$ cat src/logic/cpu_pkg.sv
package cpu_pkg;

  // ~~~~~~~~~~~~~~~~~~~~~~~~~~~~~~
  // widths and field positions
  // ~~~~~~~~~~~~~~~~~~~~~~~~~~~~~~
  localparam int data_w     = 16;
  localparam int reg_addr_w = 3;
  localparam int num_regs   = 2 ** reg_addr_w;
  localparam int opcode_w   = 5;

  localparam int op_msb  = 15;
  localparam int op_lsb  = 11;
  localparam int rd_msb  = 10;  // destination and first source.
  localparam int rd_lsb  = 8;
  localparam int rb_msb  = 7;
  localparam int rb_lsb  = 5;
  localparam int imm_msb = 7;
  localparam int imm_lsb = 0;
  localparam int imm_w   = imm_msb - imm_lsb + 1;
  localparam int shamt_w = 4;   // low bits of the immediate.

  // ~~~~~~~~~~~~~~~~~~~~~~~~~~~~~~
  // encodings
  // ~~~~~~~~~~~~~~~~~~~~~~~~~~~~~~
  typedef enum logic [opcode_w-1:0] {
    op_nop  = 5'd0,  op_mov  = 5'd1,  op_add = 5'd2,  op_sub = 5'd3,
    op_and  = 5'd4,  op_or   = 5'd5,  op_xor = 5'd6,  op_not = 5'd7,
    op_shl  = 5'd8,  op_shr  = 5'd9,  op_ldi = 5'd10, op_addi = 5'd11,
    op_out  = 5'd12,
    op_jz   = 5'd16, op_jn   = 5'd17, op_jc  = 5'd18, op_jmp = 5'd19
  } opcode_t;

  typedef enum logic [3:0] {
    alu_pass_b, alu_add, alu_sub, alu_and, alu_or,
    alu_xor, alu_not, alu_shl, alu_shr
  } alu_op_t;

  // low two opcode bits of a jump.
  typedef enum logic [1:0] {jmp_zero, jmp_neg, jmp_carry, jmp_always} jump_t;

  typedef struct packed {
    logic zero;
    logic negative;
    logic carry;
  } ccr_t;

endpackage

$ cat src/logic/stage_ifs.sv
`timescale 1ns/10ps

// decode to execute bundle.
interface dec_exe_if import cpu_pkg::*; ();
  logic                  valid;
  alu_op_t               alu_op;
  logic [data_w-1:0]     op_a;
  logic [data_w-1:0]     op_b;
  logic [reg_addr_w-1:0] dst_addr;
  logic                  reg_write;
  logic                  is_jump;
  jump_t                 jump_kind;
  logic                  port_write;
  logic                  sets_flags;

  modport src (output valid, alu_op, op_a, op_b, dst_addr, reg_write,
                      is_jump, jump_kind, port_write, sets_flags);
  modport dst (input  valid, alu_op, op_a, op_b, dst_addr, reg_write,
                      is_jump, jump_kind, port_write, sets_flags);
endinterface

// execute to result bundle.
interface exe_res_if import cpu_pkg::*; ();
  logic                  valid;
  logic [data_w-1:0]     result;
  logic [reg_addr_w-1:0] dst_addr;
  logic                  reg_write;
  logic                  port_write;

  modport src (output valid, result, dst_addr, reg_write, port_write);
  modport dst (input  valid, result, dst_addr, reg_write, port_write);
endinterface

$ cat src/logic/alu_execute.sv
`timescale 1ns/10ps

module alu_execute import cpu_pkg::*; (
  input  logic              clk,
  input  logic              arst_n,
  dec_exe_if.dst            de,
  exe_res_if.src            er,
  output ccr_t              ccr,
  output logic              jump_taken,
  output logic [data_w-1:0] pc_jmp
);

  logic [data_w-1:0]  res;
  logic [data_w:0]    wide;
  logic [shamt_w-1:0] shamt;
  logic               c_out, c_upd;
  logic               cond;
  ccr_t               ccr_nxt;

  assign shamt = de.op_b[shamt_w-1:0];

  // ~~~~~~~~~~~~~~~~~~~~~~~~~~~~~~
  // alu
  // ~~~~~~~~~~~~~~~~~~~~~~~~~~~~~~
  always_comb begin
    wide  = '0;
    res   = de.op_b;
    c_out = 1'b0;
    c_upd = 1'b0;
    case (de.alu_op)
      alu_add: begin
        wide  = {1'b0, de.op_a} + {1'b0, de.op_b};
        res   = wide[data_w-1:0];
        c_out = wide[data_w];
        c_upd = 1'b1;
      end
      alu_sub: begin
        wide  = {1'b0, de.op_a} - {1'b0, de.op_b};
        res   = wide[data_w-1:0];
        c_out = wide[data_w];  // borrow.
        c_upd = 1'b1;
      end
      alu_and: res = de.op_a & de.op_b;
      alu_or:  res = de.op_a | de.op_b;
      alu_xor: res = de.op_a ^ de.op_b;
      alu_not: res = ~de.op_a;
      alu_shl: begin
        wide  = {1'b0, de.op_a} << shamt;
        res   = wide[data_w-1:0];
        c_out = wide[data_w];  // last bit out the top.
        c_upd = (shamt != '0);
      end
      alu_shr: begin
        wide  = {de.op_a, 1'b0} >> shamt;
        res   = wide[data_w:1];
        c_out = wide[0];
        c_upd = (shamt != '0);
      end
      default: res = de.op_b;
    endcase
  end

  always_comb begin
    ccr_nxt = ccr;
    if (de.sets_flags) begin
      ccr_nxt.zero     = (res == '0);
      ccr_nxt.negative = res[data_w-1];
      if (c_upd) ccr_nxt.carry = c_out;
    end
  end

  // jumps see the flags from before this instruction.
  always_comb begin
    case (de.jump_kind)
      jmp_zero:  cond = ccr.zero;
      jmp_neg:   cond = ccr.negative;
      jmp_carry: cond = ccr.carry;
      default:   cond = 1'b1;
    endcase
  end

  always_ff @(posedge clk or negedge arst_n) begin
    if (!arst_n) begin
      ccr        <= '0;
      jump_taken <= 1'b0;
      pc_jmp     <= '0;
      er.valid   <= 1'b0;
    end else begin
      er.valid   <= de.valid;
      jump_taken <= de.valid && de.is_jump && cond;
      if (de.valid) ccr <= ccr_nxt;
      if (de.valid && de.is_jump) pc_jmp <= de.op_a;
    end
  end

  always_ff @(posedge clk) begin
    if (de.valid) begin
      er.result     <= res;
      er.dst_addr   <= de.dst_addr;
      er.reg_write  <= de.reg_write;
      er.port_write <= de.port_write;
    end
  end

  a_jump_follows_valid: assert property (@(posedge clk) disable iff (!arst_n)
    jump_taken |-> $past(de.valid && de.is_jump));

endmodule

$ cat src/logic/control_unit.sv
`timescale 1ns/10ps

module control_unit import cpu_pkg::*; (
  input  opcode_t opcode,
  output alu_op_t alu_op,
  output logic    use_imm,
  output logic    reg_write,
  output logic    sets_flags,
  output logic    is_jump,
  output jump_t   jump_kind,
  output logic    port_write
);

  always_comb begin
    alu_op     = alu_pass_b;
    use_imm    = 1'b0;
    reg_write  = 1'b0;
    sets_flags = 1'b0;
    is_jump    = 1'b0;
    jump_kind  = jump_t'(opcode[1:0]);
    port_write = 1'b0;

    case (opcode)
      op_mov: reg_write = 1'b1;
      op_add, op_sub, op_and, op_or, op_xor, op_not: begin
        reg_write  = 1'b1;
        sets_flags = 1'b1;
        case (opcode)
          op_add:  alu_op = alu_add;
          op_sub:  alu_op = alu_sub;
          op_and:  alu_op = alu_and;
          op_or:   alu_op = alu_or;
          op_xor:  alu_op = alu_xor;
          default: alu_op = alu_not;
        endcase
      end
      op_shl, op_shr: begin
        alu_op     = (opcode == op_shl) ? alu_shl : alu_shr;
        use_imm    = 1'b1;  // amount rides in op_b.
        reg_write  = 1'b1;
        sets_flags = 1'b1;
      end
      op_ldi: begin
        use_imm   = 1'b1;
        reg_write = 1'b1;
      end
      op_addi: begin
        alu_op     = alu_add;
        use_imm    = 1'b1;
        reg_write  = 1'b1;
        sets_flags = 1'b1;
      end
      op_out: port_write = 1'b1;  // rd goes out through port b.
      op_jz, op_jn, op_jc, op_jmp: is_jump = 1'b1;
      default: ;  // nop and undefined codes.
    endcase
  end

endmodule

$ cat src/logic/cpu_core.sv
`timescale 1ns/10ps

module cpu_core import cpu_pkg::*; (
  input  logic                  clk,
  input  logic                  arst_n,
  input  logic [data_w-1:0]     instr,
  input  logic                  req,
  output logic                  ack,
  output logic                  wb_en,
  output logic [reg_addr_w-1:0] wb_addr,
  output logic [data_w-1:0]     wb_data,
  output ccr_t                  ccr,
  output logic                  jump_taken,
  output logic [data_w-1:0]     pc_jmp,
  output logic [data_w-1:0]     out_port,
  output logic                  out_valid
);

  logic done;

  dec_exe_if de_if ();
  exe_res_if er_if ();

  instr_decode i_instr_decode (
    .clk     (clk),
    .arst_n  (arst_n),
    .instr   (instr),
    .req     (req),
    .ack     (ack),
    .wb_en   (wb_en),
    .wb_addr (wb_addr),
    .wb_data (wb_data),
    .done    (done),
    .de      (de_if.src)
  );

  alu_execute i_alu_execute (
    .clk        (clk),
    .arst_n     (arst_n),
    .de         (de_if.dst),
    .er         (er_if.src),
    .ccr        (ccr),
    .jump_taken (jump_taken),
    .pc_jmp     (pc_jmp)
  );

  result_stage i_result_stage (
    .clk       (clk),
    .arst_n    (arst_n),
    .er        (er_if.dst),
    .wb_en     (wb_en),
    .wb_addr   (wb_addr),
    .wb_data   (wb_data),
    .out_port  (out_port),
    .out_valid (out_valid),
    .done      (done)
  );

endmodule

$ cat src/logic/instr_decode.sv
`timescale 1ns/10ps

module instr_decode import cpu_pkg::*; (
  input  logic                  clk,
  input  logic                  arst_n,
  input  logic [data_w-1:0]     instr,
  input  logic                  req,
  output logic                  ack,
  input  logic                  wb_en,
  input  logic [reg_addr_w-1:0] wb_addr,
  input  logic [data_w-1:0]     wb_data,
  input  logic                  done,
  dec_exe_if.src                de
);

  typedef enum logic [1:0] {st_idle, st_busy, st_acked} state_t;

  state_t                state;
  logic                  take;
  opcode_t               opcode;
  logic [reg_addr_w-1:0] rd, rb, rd_addr_b;
  logic [data_w-1:0]     imm_ext, rd_data_a, rd_data_b;
  alu_op_t               alu_op;
  jump_t                 jump_kind;
  logic                  use_imm, reg_write, sets_flags, is_jump, port_write;

  // ~~~~~~~~~~~~~~~~~~~~~~~~~~~~~~
  // fields and operand fetch
  // ~~~~~~~~~~~~~~~~~~~~~~~~~~~~~~
  assign opcode    = opcode_t'(instr[op_msb:op_lsb]);
  assign rd        = instr[rd_msb:rd_lsb];
  assign rb        = instr[rb_msb:rb_lsb];
  assign imm_ext   = {{(data_w-imm_w){1'b0}}, instr[imm_msb:imm_lsb]};
  assign rd_addr_b = port_write ? rd : rb;  // out reads rd on port b.

  reg_file i_reg_file (
    .clk       (clk),
    .arst_n    (arst_n),
    .rd_addr_a (rd),
    .rd_addr_b (rd_addr_b),
    .wr_en     (wb_en),
    .wr_addr   (wb_addr),
    .wr_data   (wb_data),
    .rd_data_a (rd_data_a),
    .rd_data_b (rd_data_b)
  );

  control_unit i_control_unit (
    .opcode     (opcode),
    .alu_op     (alu_op),
    .use_imm    (use_imm),
    .reg_write  (reg_write),
    .sets_flags (sets_flags),
    .is_jump    (is_jump),
    .jump_kind  (jump_kind),
    .port_write (port_write)
  );

  // ~~~~~~~~~~~~~~~~~~~~~~~~~~~~~~
  // four-phase handshake
  // ~~~~~~~~~~~~~~~~~~~~~~~~~~~~~~
  assign take = (state == st_idle) && req;

  always_ff @(posedge clk or negedge arst_n) begin
    if (!arst_n) begin
      state    <= st_idle;
      ack      <= 1'b0;
      de.valid <= 1'b0;
    end else begin
      de.valid <= take;
      case (state)
        st_idle:  if (req) state <= st_busy;
        st_busy:  if (done) begin
          state <= st_acked;
          ack   <= 1'b1;
        end
        st_acked: if (!req) begin
          state <= st_idle;
          ack   <= 1'b0;
        end
        default:  state <= st_idle;
      endcase
    end
  end

  always_ff @(posedge clk) begin
    if (take) begin
      de.alu_op     <= alu_op;
      de.op_a       <= rd_data_a;
      de.op_b       <= use_imm ? imm_ext : rd_data_b;
      de.dst_addr   <= rd;
      de.reg_write  <= reg_write;
      de.is_jump    <= is_jump;
      de.jump_kind  <= jump_kind;
      de.port_write <= port_write;
      de.sets_flags <= sets_flags;
    end
  end

  a_valid_single: assert property (@(posedge clk) disable iff (!arst_n)
    de.valid |=> !de.valid);

  // retirement must come back from result stage first.
  a_ack_after_done: assert property (@(posedge clk) disable iff (!arst_n)
    $rose(ack) |-> $past(done && state == st_busy));

endmodule

$ cat src/logic/reg_file.sv
`timescale 1ns/10ps

module reg_file import cpu_pkg::*; (
  input  logic                  clk,
  input  logic                  arst_n,
  input  logic [reg_addr_w-1:0] rd_addr_a,
  input  logic [reg_addr_w-1:0] rd_addr_b,
  input  logic                  wr_en,
  input  logic [reg_addr_w-1:0] wr_addr,
  input  logic [data_w-1:0]     wr_data,
  output logic [data_w-1:0]     rd_data_a,
  output logic [data_w-1:0]     rd_data_b
);

  logic [data_w-1:0] regs [num_regs];

  always_ff @(posedge clk or negedge arst_n) begin
    if (!arst_n) begin
      for (int i = 0; i < num_regs; i++) begin
        regs[i] <= '0;
      end
    end else if (wr_en) begin
      regs[wr_addr] <= wr_data;
    end
  end

  // reads are async.
  assign rd_data_a = regs[rd_addr_a];
  assign rd_data_b = regs[rd_addr_b];

endmodule

$ cat src/logic/result_stage.sv
`timescale 1ns/10ps

module result_stage import cpu_pkg::*; (
  input  logic                  clk,
  input  logic                  arst_n,
  exe_res_if.dst                er,
  output logic                  wb_en,
  output logic [reg_addr_w-1:0] wb_addr,
  output logic [data_w-1:0]     wb_data,
  output logic [data_w-1:0]     out_port,
  output logic                  out_valid,
  output logic                  done
);

  always_ff @(posedge clk or negedge arst_n) begin
    if (!arst_n) begin
      wb_en     <= 1'b0;
      out_valid <= 1'b0;
      done      <= 1'b0;
      out_port  <= '0;
    end else begin
      wb_en     <= er.valid && er.reg_write;
      out_valid <= er.valid && er.port_write;
      done      <= er.valid;  // every retired word, nops too.
      if (er.valid && er.port_write) out_port <= er.result;
    end
  end

  // writeback payload.
  always_ff @(posedge clk) begin
    if (er.valid) begin
      wb_addr <= er.dst_addr;
      wb_data <= er.result;
    end
  end

  a_wb_or_port: assert property (@(posedge clk) disable iff (!arst_n)
    !(wb_en && out_valid));

endmodule

$ cat config.mk
export PLATFORM = sky130hd
export DESIGN_NAME = cpu_core
export DESIGN_NICKNAME = d
export VERILOG_FILES = /design/src/logic/cpu_pkg.sv /design/src/logic/stage_ifs.sv /design/src/logic/alu_execute.sv /design/src/logic/control_unit.sv /design/src/logic/cpu_core.sv /design/src/logic/instr_decode.sv /design/src/logic/reg_file.sv /design/src/logic/result_stage.sv
export SDC_FILE = /design/constraint.sdc
export NUM_CORES = 1
export LEC_CHECK = 0
export BUFFER_PORTS_ARGS = -buffer_cell sky130_fd_sc_hd__clkbuf_2
export CORE_MARGIN = 3
export CORE_UTILIZATION = 40
export CTS_CLUSTER_SIZE = 20
export DETAILED_ROUTE_END_ITERATION = 6
export GPL_ROUTABILITY_DRIVEN = 0
export PLACE_DENSITY = 0.52
export REMOVE_ABC_BUFFERS = 1
export SYNTH_ARGS = -nofsm -noshare
export SYNTH_HDL_FRONTEND = slang
export SYNTH_SLANG_ARGS = --single-unit
$ cat constraint.sdc
create_clock -name clk -period 9.1 [get_ports clk]
set_input_delay 2.275 -clock clk [delete_from_list [all_inputs] [get_ports clk]]
set_output_delay 2.275 -clock clk [all_outputs]
set_load 0.05 [all_outputs]
==> results.json <==
{
  "drv_cap": 0,
  "post-route-drc-count": 0,
  "clk_path_buf_depth": 3,
  "synthTopCellsByCount": "dfrtp_1, mux2_2, mux4_2, edfxtp_1, nor2_1",
  "placedCellCount": 1864,
  "rows": 72,
  "dp_hpwl_um": 33800,
  "vias": 11700,
  "synthFlopType": "dfrtp_1",
  "synth_top_family_by_area": "multiplexers",
  "hold_buffers": 0,
  "finalSetupViolCount": 0,
  "htreeDepth": 1,
  "setup_tns_ns": 0,
  "totalPowerFinal_uw": 6350,
  "pin_count": 77,
  "setup_ws_ns": 4.24,
  "wl_per_cell_um": 25.6,
  "syn_to_final_growth_pct": 12.0,
  "grt_max_degree": 146,
  "core-area_um2": 39000,
  "status": "finished, final reports clean",
  "overflow": 0,
  "critPathArrivalTime_ns": 5.16,
  "drt_wl_total_um": 49100,
  "critical_path.startpoint_type": "primary input",
  "syn_inst": 1339,
  "yosys-top-cells-area": "dfrtp_1, edfxtp_1, mux4_2",
  "synth_compound_area_share_pct": 11.3,
  "grt_first_pass_wirelength_um": 74600,
  "fin_crit_sh_pct": 53.4,
  "skew_ns": 0.0243,
  "first_pass_iters": 7,
  "layoutNonFillerInstCount": 1918,
  "yosys.area.top_type_share_pct": 27.0,
  "synthAdderAreaFrac_pct": 4.33,
  "synth_xor_area_share_pct": 0.494,
  "drt-vias-per-instance": 6.13,
  "die_area_um2": 42300,
  "ys_seq_elements": 257,
  "critPathCaptureType": "register",
  "cts_tree": "yes",
  "crit_path_max_fanout": 20,
  "die_width_um": 206,
  "fmax_mhz": 206,
  "fillCellCount": 3593,
  "antennaDiodeCount": 0,
  "yosys.area_share.simple_pct": 9.50,
  "clk_pin_slew_ns": 0.06,
  "cts_sinks": 257,
  "timing_hold_violations_final": 0,
  "clk_latency_ns": 0.58,
  "hold_class": "register to register",
  "post_cts_resized": 0,
  "timing.final.crit_period_ns": 4.86,
  "ir_drop_uv": 183,
  "synth_most_common_cell": "dfrtp_1",
  "fin_util_pct": 45.8,
  "root_buffer": "clkbuf_16",
  "netlist_area_um2": 16000,
  "grt_usage_pct": 23.3,
  "layout.nets": 1450,
  "drtIter0Drc": 1052,
  "antenna_found_initial": 0,
  "placement.setup.worst_slack_ns": 3.60,
  "portBuffers": 76,
  "p_leak_uw": 0.00734,
  "synth_edf_count": 85,
  "synth.area.mux_share_pct": 27.4,
  "start_util_pct": 40.9,
  "ys_seq_area_share_pct": 43.0,
  "powerDensity_nw_per_um2": 355,
  "synth.distinct_cells": 80,
  "ys_async_sr_fraction_pct": 66.9,
  "synth_top_cell_by_area": "dfrtp_1",
  "path_class": "primary input to register",
  "required_ns": 9.40,
  "r2r_slack_ns": 4.43,
  "avgSynthCellArea_um2": 11.9,
  "yosysWarnings": 0,
  "post_cts_buffers": 0,
  "tightest_slew_ns": 1.14,
  "grt_pass1_vias": 11600,
  "cts_buffers": 29,
  "rsz0062_at_grt": "false",
  "die_h_um": 206,
  "ant_nets": 0,
  "max_slew_margin_pct": 23.9,
  "drive_above_1_share_pct": 31.5,
  "slew_violations": 0
}
## report_power, final
| part | total [uW] | internal (uW) | switching [uW] | leakage [uW] |
|---|---|---|---|---|
| registers | 2250 | 1760 | 488 | 0.00300 |
| logic | 2900 | 1210 | 1690 | 0.00385 |
| clock network | 1200 | 705 | 494 | 0.000484 |
| total | 6350 | 3680 | 2670 | 0.00734 |
## kinds of logic (layout without fill, tap and decap cells)
| family | count (synthesis) | after routing |
|---|---|---|
| multiplexers | 306 | 306 |
| AND/OR/NAND/NOR | 297 | 297 |
| AO/OA/AOI/OAI | 264 | 264 |
| flip-flops | 257 | 257 |
| buffers and inverters | 152 | 213 |
| adder cells (fa/ha/maj) | 54 | 54 |
| XOR/XNOR | 9 | 9 |
## through the flow
| stage | instance area [um2] | hold WS, ns |
|---|---|---|
| floorplan | 15500 | 0.400 |
| global placement | 16900 | 0.405 |
| detailed placement | 16900 | 0.406 |
| CTS | 17900 | 0.396 |
| global route | 17900 | 0.418 |
| finish | 17900 | 0.405 |
## layout by cell type, fill, tap and decap left out, types with 48 or more instances in the layout
cell type,n
clkbuf_2,75
nor2_1,81
mux4_2,88
mux2_2,167
mux2i_1,48
dfrtp_1,172
o21ai_0,66
nand2_1,80
ha_1,52
edfxtp_1,85
## worst paths after layout
check | startpoint | to | depth (start not counted)
setup / recovery | instr[12] | i_instr_decode.de.op_b[7] | 8
hold / removal | i_instr_decode.de.dst_addr[1] | i_alu_execute.er.dst_addr[1] | 0
setup reg to reg | i_instr_decode.de.op_b[1] | i_alu_execute.ccr[2] | 12
hold reg to reg | i_instr_decode.de.dst_addr[1] | i_alu_execute.er.dst_addr[1] | 0
max in group asynchronous | arst_n | i_instr_decode.i_reg_file.regs[32] | 2
min in group asynchronous | arst_n | i_alu_execute.pc_jmp[7] | 1
## cell type report
| class | instances | area [um2] | area share, % |
|---|---|---|---|
| Multi-Input combinational cell | 930 | 8550 | 47.8 |
| Sequential cell | 257 | 6860 | 38.4 |
| Clock buffer | 38 | 832 | 4.65 |
| Tap cell | 518 | 648 | 3.63 |
| Timing Repair Buffer | 109 | 647 | 3.62 |
| Inverter | 50 | 188 | 1.05 |
| Clock inverter | 16 | 159 | 0.889 |
## worst max-delay path, stage by stage
cell and delay (ns):
clkbuf_2 0.14, nor2_1 0.21, nand4b_1 0.48, mux2i_4 0.77, buf_4 0.49, mux4_2 0.55
mux2i_1 0.14, o21ai_0 0.09
## registers in the layout, indices dropped and copies added (netlist names), 3 cells and up
signal                          count
i_instr_decode.de.op_b             16
i_instr_decode.de.dst_addr          3
i_alu_execute.pc_jmp               16
i_result_stage.out_port            16
i_instr_decode.de.alu_op            4
i_alu_execute.er.result            16
i_alu_execute.ccr                   3
i_instr_decode.i_reg_file.regs    128
i_instr_decode.de.op_a             16
i_result_stage.wb_addr              3
i_result_stage.wb_data             16
i_alu_execute.er.dst_addr           3
## per-layer routing
metal  global-route usage [%]  wire [um]  share of wire, %  up-vias
met4                     8.64       1980               4.0        0
met2                     36.5      22900                47      433
met1                     32.7      21600                44     6022
met3                     3.61       2640               5.4       99
li1                         -          -                 -     5195
met5                        0          0                 0        -
No activity file was read; power rests on OpenSTA's default activity.
